File: src/hdl/merge_pkg.sv
// --------------------
// shared types and sizes for the two-channel merger
// fifo_depth must be a power of two, pointers wrap naturally
// both payloads are 16 bits and ride the bus word bit for bit
// --------------------

package merge_pkg;

  // --------------------
  // sizes
  // --------------------

  // shared output bus word width
  localparam int word_w = 16;

  // entries per channel fifo
  localparam int fifo_depth = 8;

  // fifo pointer width, occupancy counter is one bit wider
  localparam int ptr_w = $clog2(fifo_depth);

  // --------------------
  // payload types
  // --------------------

  // channel 0, signed sensor sample
  typedef logic signed [15:0] sample_t;

  // channel 1, command word
  // opcode in the top nibble, argument below
  typedef struct packed {
    logic [3:0]  opcode;
    logic [11:0] arg;
  } cmd_t;

  // --------------------
  // output bus types
  // --------------------

  // merged word as seen downstream
  typedef logic [word_w-1:0] bus_word_t;

  // channel tag, 0 = samples, 1 = commands
  typedef logic chan_id_t;

endpackage

File: src/hdl/chan_merge_top.sv
// --------------------
// two-channel word merger, samples on ch0, commands on ch1
// writing a channel while its full flag is high loses that word
// out_valid marks each delivered word, latency varies
// --------------------

module chan_merge_top (
  input  logic                   clk,
  input  logic                   anrst,

  // channel 0 source
  input  logic                   ch0_wr,
  input  merge_pkg::sample_t     ch0_data,
  output logic                   ch0_full,

  // channel 1 source
  input  logic                   ch1_wr,
  input  merge_pkg::cmd_t        ch1_data,
  output logic                   ch1_full,

  // merged output
  input  logic                   out_stall,
  output logic                   out_valid,
  output merge_pkg::chan_id_t    out_ch,
  output merge_pkg::bus_word_t   out_data
);

  // --------------------
  // channel 0 pipeline
  // --------------------

  // fifo to buffer
  logic               f0_rd;
  merge_pkg::sample_t f0_rd_data;
  logic               f0_empty;

  // buffer to arbiter
  merge_pkg::sample_t b0_data;
  logic               b0_empty;
  logic               b0_pop;

  sync_fifo #(
    .payload_t (merge_pkg::sample_t)
  ) u_fifo0 (
    .clk        (clk),
    .anrst      (anrst),
    .wr         (ch0_wr),
    .wr_data    (ch0_data),
    .full       (ch0_full),
    .rd         (f0_rd),
    .rd_data    (f0_rd_data),
    .fifo_empty (f0_empty)
  );

  read_ahead_buf #(
    .payload_t (merge_pkg::sample_t)
  ) u_rab0 (
    .clk         (clk),
    .anrst       (anrst),
    .fifo_r_req  (f0_rd),
    .fifo_r_data (f0_rd_data),
    .fifo_empty  (f0_empty),
    .r_req       (b0_pop),
    .r_data      (b0_data),
    .empty       (b0_empty)
  );

  // --------------------
  // channel 1 pipeline
  // --------------------

  logic            f1_rd;
  merge_pkg::cmd_t f1_rd_data;
  logic            f1_empty;

  merge_pkg::cmd_t b1_data;
  logic            b1_empty;
  logic            b1_pop;

  sync_fifo #(
    .payload_t (merge_pkg::cmd_t)
  ) u_fifo1 (
    .clk        (clk),
    .anrst      (anrst),
    .wr         (ch1_wr),
    .wr_data    (ch1_data),
    .full       (ch1_full),
    .rd         (f1_rd),
    .rd_data    (f1_rd_data),
    .fifo_empty (f1_empty)
  );

  read_ahead_buf #(
    .payload_t (merge_pkg::cmd_t)
  ) u_rab1 (
    .clk         (clk),
    .anrst       (anrst),
    .fifo_r_req  (f1_rd),
    .fifo_r_data (f1_rd_data),
    .fifo_empty  (f1_empty),
    .r_req       (b1_pop),
    .r_data      (b1_data),
    .empty       (b1_empty)
  );

  // --------------------
  // shared bus
  // --------------------

  rr_bus_arbiter u_arb (
    .clk       (clk),
    .anrst     (anrst),
    .empty0    (b0_empty),
    .data0     (b0_data),
    .pop0      (b0_pop),
    .empty1    (b1_empty),
    .data1     (b1_data),
    .pop1      (b1_pop),
    .out_stall (out_stall),
    .out_valid (out_valid),
    .out_ch    (out_ch),
    .out_data  (out_data)
  );

endmodule

File: src/hdl/read_ahead_buf.sv
// --------------------
// turns a registered-read fifo into a fwft source
// r_data is valid whenever empty is low
// pop with r_req only while empty is low
// after a pop, empty rises for at least one cycle during refetch
// --------------------

module read_ahead_buf #(
  parameter type payload_t = merge_pkg::bus_word_t
) (
  input  logic     clk,
  input  logic     anrst,

  // fifo side
  output logic     fifo_r_req,
  input  payload_t fifo_r_data,
  input  logic     fifo_empty,

  // consumer side
  input  logic     r_req,
  output payload_t r_data,
  output logic     empty
);

  // --------------------
  // state
  // --------------------

  // head word currently on display
  payload_t head;

  // head holds a word
  logic head_vld;

  // fifo read issued last cycle, data lands this cycle
  logic fetch_pend;

  // register counts as free when empty or being popped right now
  logic slot_free;

  assign slot_free = !head_vld || r_req;

  // one fetch at a time, so the request never lasts two cycles
  assign fifo_r_req = slot_free && !fifo_empty && !fetch_pend;

  // --------------------
  // control
  // --------------------

  always_ff @(posedge clk or negedge anrst) begin
    if (!anrst) begin
      head_vld   <= 1'b0;
      fetch_pend <= 1'b0;
    end else begin
      fetch_pend <= fifo_r_req;

      // fetched word arrives, head becomes valid
      // a pop cannot coincide, head is invalid while a fetch is pending
      if (fetch_pend) begin
        head_vld <= 1'b1;
      end else if (r_req) begin
        head_vld <= 1'b0;
      end
    end
  end

  // --------------------
  // holding register
  // --------------------

  // capture fifo output one cycle after the request
  always_ff @(posedge clk) begin
    if (fetch_pend) begin
      head <= fifo_r_data;
    end
  end

  // fall-through view
  assign r_data = head;
  assign empty  = !head_vld;

endmodule

File: src/hdl/rr_bus_arbiter.sv
// --------------------
// round-robin pick between two fwft channels
// pop at edge N gives out_valid for the cycle after N
// out_ch and out_data hold until the next out_valid
// out_stall blocks every grant
// --------------------

module rr_bus_arbiter (
  input  logic                   clk,
  input  logic                   anrst,

  // channel 0, samples
  input  logic                   empty0,
  input  merge_pkg::sample_t     data0,
  output logic                   pop0,

  // channel 1, commands
  input  logic                   empty1,
  input  merge_pkg::cmd_t        data1,
  output logic                   pop1,

  // downstream
  input  logic                   out_stall,
  output logic                   out_valid,
  output merge_pkg::chan_id_t    out_ch,
  output merge_pkg::bus_word_t   out_data
);

  // --------------------
  // grant decision
  // --------------------

  // channel served most recently
  merge_pkg::chan_id_t last_ch;

  logic req0;
  logic req1;
  logic grant0;
  logic grant1;

  assign req0 = !empty0;
  assign req1 = !empty1;

  always_comb begin
    grant0 = 1'b0;
    grant1 = 1'b0;
    if (!out_stall) begin
      if (req0 && req1) begin
        // tie goes to the channel not served last
        grant0 = (last_ch == 1'b1);
        grant1 = (last_ch == 1'b0);
      end else begin
        grant0 = req0;
        grant1 = req1;
      end
    end
  end

  // pop pulses straight from the grant
  assign pop0 = grant0;
  assign pop1 = grant1;

  // --------------------
  // output stage
  // --------------------

  always_ff @(posedge clk or negedge anrst) begin
    if (!anrst) begin
      out_valid <= 1'b0;
      // channel 0 wins the first tie
      last_ch   <= 1'b1;
    end else begin
      out_valid <= grant0 || grant1;
      if (grant0) begin
        last_ch <= 1'b0;
      end else if (grant1) begin
        last_ch <= 1'b1;
      end
    end
  end

  // word and tag, both payloads copied bit for bit
  always_ff @(posedge clk) begin
    if (grant0) begin
      out_ch   <= 1'b0;
      out_data <= merge_pkg::bus_word_t'(data0);
    end else if (grant1) begin
      out_ch   <= 1'b1;
      out_data <= merge_pkg::bus_word_t'(data1);
    end
  end

endmodule

File: src/hdl/sync_fifo.sv
// --------------------
// single-clock fifo, depth from merge_pkg::fifo_depth
// rd_data is registered and valid one cycle after rd
// writes while full and reads while empty are ignored
// --------------------

module sync_fifo #(
  parameter type payload_t = merge_pkg::bus_word_t
) (
  input  logic     clk,
  input  logic     anrst,

  // write side
  input  logic     wr,
  input  payload_t wr_data,
  output logic     full,

  // read side
  input  logic     rd,
  output payload_t rd_data,
  output logic     fifo_empty
);

  // --------------------
  // storage and pointers
  // --------------------

  payload_t mem [merge_pkg::fifo_depth];

  logic [merge_pkg::ptr_w-1:0] wr_ptr;
  logic [merge_pkg::ptr_w-1:0] rd_ptr;

  // occupancy, one bit wider to reach fifo_depth
  logic [merge_pkg::ptr_w:0] count;

  // qualified strobes
  logic wr_en;
  logic rd_en;

  assign wr_en = wr && !full;
  assign rd_en = rd && !fifo_empty;

  // flags straight off the counter
  assign full       = (count == (merge_pkg::ptr_w + 1)'(merge_pkg::fifo_depth));
  assign fifo_empty = (count == '0);

  // --------------------
  // control state
  // --------------------

  always_ff @(posedge clk or negedge anrst) begin
    if (!anrst) begin
      wr_ptr <= '0;
      rd_ptr <= '0;
      count  <= '0;
    end else begin
      // pointers wrap at the power-of-two depth
      if (wr_en) begin
        wr_ptr <= wr_ptr + 1'b1;
      end
      if (rd_en) begin
        rd_ptr <= rd_ptr + 1'b1;
      end

      // simultaneous push and pop leaves count alone
      case ({wr_en, rd_en})
        2'b10:   count <= count + 1'b1;
        2'b01:   count <= count - 1'b1;
        default: count <= count;
      endcase
    end
  end

  // --------------------
  // memory and read port
  // --------------------

  always_ff @(posedge clk) begin
    if (wr_en) begin
      mem[wr_ptr] <= wr_data;
    end
  end

  // block-ram style registered read
  always_ff @(posedge clk) begin
    if (rd_en) begin
      rd_data <= mem[rd_ptr];
    end
  end

endmodule
File: config.mk
export PLATFORM = sky130hd
export DESIGN_NAME = chan_merge_top
export DESIGN_NICKNAME = d
export VERILOG_FILES = /design/src/hdl/merge_pkg.sv /design/src/hdl/chan_merge_top.sv /design/src/hdl/read_ahead_buf.sv /design/src/hdl/rr_bus_arbiter.sv /design/src/hdl/sync_fifo.sv
export SDC_FILE = /design/constraint.sdc
export NUM_CORES = 1
export LEC_CHECK = 0
export BUFFER_PORTS_ARGS = -buffer_cell sky130_fd_sc_hd__buf_2
export CAP_MARGIN = 15
export CORE_MARGIN = 4
export CORE_UTILIZATION = 45
export DETAILED_ROUTE_END_ITERATION = 7
export GPL_TIMING_DRIVEN = 0
export PLACE_DENSITY = 0.71
export SETUP_SLACK_MARGIN = 0.4
export SLEW_MARGIN = 20
export SYNTH_ARGS = -nofsm -noshare
export SYNTH_HDL_FRONTEND = slang
export SYNTH_SLANG_ARGS = --single-unit
File: constraint.sdc
create_clock -name clk -period 6.7 [get_ports clk]
set_input_delay 0.67 -clock clk [delete_from_list [all_inputs] [get_ports clk]]
set_output_delay 0.67 -clock clk [all_outputs]
set_load 0.1 [all_outputs]
==> results.cfg <==
[outcome]
outcome = completed

[logic_synthesis]
synth_top_area_cell = edfxtp_1
synth_xor_area_share_pct = 0.903
synth.most_common_cell = edfxtp_1
synthSimpleGateAreaFrac_pct = 2.31
ys_types = 32
synthesis.nets = 659
synth-edff-count = 336
synth_top_area_share_pct = 74.3
seq_area_frac_synth_pct = 79.2
ys_ff_latch = 363
synth_common_cells = edfxtp_1, mux4_2, mux2_2
synth.area.top_cells = edfxtp_1, mux4_2, dfrtp_1
synth_top_family_by_area = multiplexers
synth_adder_area_share_pct = 1.22
synthCells = 610
ys_async_sr_fraction_pct = 7.16
ys.flop_type = edfxtp_1
synthMuxAreaShare_pct = 14.9
syn_area_sq_mm = 0.0136
synth_warnings = 0
synth_compound_area_share_pct = 0.368
syn_avg_cell_area_sq_um = 22.3

[timing]
setup_violations = 0
max_freq_mhz = 318
setup_ws_ps = 3560
period_minus_slack_ps = 3140
tns_ps = 0
tightest_slew_ps = 941
slew_headroom_pct = 37.2
period_share_pct = 46.9
final_hold_viol_count = 0
rsz0062_at_grt = no
skew_ps = 14.0
drv_slew = 0

[clock_tree]
clkLatencyLatePin_ps = 500
cts_buffers = 35
postCtsHoldBufs = 0
clock-sinks = 363
cts-root-buf = clkbuf_16
clkTransAtPathRegs_ps = 60
clk_path_buf_depth = 3
tritoncts = yes
cts-resized-gates = 0
htreeDepth = 2
post_cts_buffers = 0

[power_and_ir_drop]
peakVddDrop_v = 0.000217
power_density_mw_per_mm2 = 477
p_leak_nw = 5.33
finalPower_w = 0.00754

[global_routing]
antenna_found_initial = 4
grt_max_degree = 27
grt.total_usage_pct = 15.3
overflow = 0
grt_use_met1_pct = 20.6
busiest_layer = met2
grt_pass1_wl_microns = 38700
grt_pass1_vias = 6609
grtUsageMet2_pct = 25.3
grt_use_met3_pct = 3.47

[floorplan]
dieArea_sq_mm = 0.0330
initial_core_util_pct = 45.7
io_pins = 57
core_sq_mm = 0.0297
num_rows = 63
dieHeight_microns = 182
chipWidth_microns = 182

[routing]
drt_iter0_markers = 375
first_pass_iters = 5
wl_per_cell_microns = 21.4
vias_per_cell = 5.33
ant_nets = 0
drc = 0
wl_microns = 24600
num_vias = 6124

[setup_path]
r2r-start = u_rab0.fetch_pend
arrival_ps = 3570
end_kind = flip-flop
critPathKind = flip-flop to flip-flop
reg2reg_to = u_fifo0.count[3]
path_max_fanout = 19
worstSetupStartpointType = flip-flop
cp_data_required_time_ps = 7130
r2r_setup_slack_ps = 3560
ff2ff_path_depth = 9

[final_layout]
synthToLayoutAreaGrowth_pct = 16.2
drive_gt1_share_pct = 36.9
num-fill-cells = 2184
nNetsFinal = 780

[place]
gp_congestion = 0.782
portBuffers = 56
dp_slack_ps = 3440
dpl.hpwl_microns = 16700

[hold_path]
hold_path_class = input port to async pin

[job]
maxCapViolations = 0
## final cells by class
type / count / area, sq um / area share, %
inverters: 9 / 33.8 / 0.214
clock inverters: 19 / 179 / 1.13
repair buffers: 84 / 510 / 3.23
clock buffers: 44 / 952 / 6.03
plain buffers: 23 / 106 / 0.674
diodes: 1 / 2.50 / 0.0159
multi-input cells: 215 / 2750 / 17.4
well taps: 390 / 488 / 3.09
flip-flops and latches: 363 / 10800 / 68.2
## worst max path at each step
| stage | startpoint | to | slack, ps | depth (start not counted) |
|---|---|---|---|---|
| floorplan | u_fifo0.count[0] | u_fifo0.count[3] | 1260 | 9 |
| global placement | ch0_wr | u_fifo0.mem[0][1] | 1960 | 4 |
| detailed placement | out_stall | u_fifo0.count[3] | 3440 | 10 |
| CTS | u_rab0.fetch_pend | u_fifo0.count[3] | 3510 | 9 |
| global route | u_rab0.fetch_pend | u_fifo0.count[3] | 3230 | 9 |
| finish | u_rab0.fetch_pend | u_fifo0.count[3] | 3560 | 9 |
## metal layers
metal,routed length [microns],share of wire (%),vias up
met5,28,0.11,-
met4,516,2.1,6
met3,1560,6.3,44
met2,12200,50,187
met1,10300,42,3159
li1,-,-,2728
## cells in the final DEF (no fill, tap or decap), drive strengths merged
cell type	netlist	routed
o21ai	3	3
mux2i	2	2
dfrtp	25	25
ha	10	10
and3	4	4
nor4	3	3
diode	0	1
fa	2	2
or4	1	1
nor2	12	12
nor3	10	10
mux4	64	64
nor3b	1	1
dfstp	1	1
xor2	7	7
nor4b	2	2
inv	7	8
bufinv	0	3
nor2b	3	3
nand3	3	3
nand2	17	17
xnor2	7	7
clkinvlp	0	2
mux2	50	50
a21oi	7	7
clkbuf	10	54
buf	13	97
nand2b	7	7
dfxtp	1	1
edfxtp	336	336
clkinv	2	15
## registers in the layout, indices dropped and copies added, names as in the netlist, 3 cells and up
| name | count |
|---|---|
| u_fifo0.mem | 128 |
| u_fifo1.mem | 128 |
| u_arb.out_data | 16 |
| u_fifo0.rd_data | 16 |
| u_fifo1.rd_data | 16 |
| u_rab0.r_data | 16 |
| u_rab1.r_data | 16 |
| u_fifo0.count | 4 |
| u_fifo1.count | 4 |
| u_fifo0.rd_ptr | 3 |
| u_fifo0.wr_ptr | 3 |
| u_fifo1.rd_ptr | 3 |
| u_fifo1.wr_ptr | 3 |
## metrics by stage
step	area [sq um]	hold WS (ps)	utilization [%]	std cells
5_1_grt	15800	229	53.1	1148
4_1_cts	15800	196	53.1	1147
3_5_place_dp	14700	405	49.3	1084
2_1_floorplan	13600	374	-	610
3_3_place_gp	14400	407	48.3	1056
6_report	15800	189	53.1	1148
## kinds of logic (layout without fill, tap and decap cells)
family          count (synthesis)  count (layout)
fa+ha+maj                      12              12
mux                           116             116
compound gates                 10              10
xor+xnor                       14              14
buf+inv                        32             179
simple gates                   63              63
flops                         363             363
other cells                     0               1
## worst max-delay path, stage by stage, from the launching register on
cell and delay (ps):
dfrtp_1 640, nor2_1 190, a21oi_1 150, nor2_2 760
ha_1 330, ha_1 290, a21oi_1 220, a21oi_1 90
nor3_1 210, xor2_1 170
## power breakdown
group	total [W]	leakage (nW)	internal, W	switching, W
logic	0.00218	1.37	0.000888	0.00129
registers	0.00344	3.40	0.00319	0.000245
clock network	0.00192	0.549	0.00113	0.000788
total	0.00754	5.33	0.00521	0.00232
Note: power is estimated with default switching activity, not from simulation.
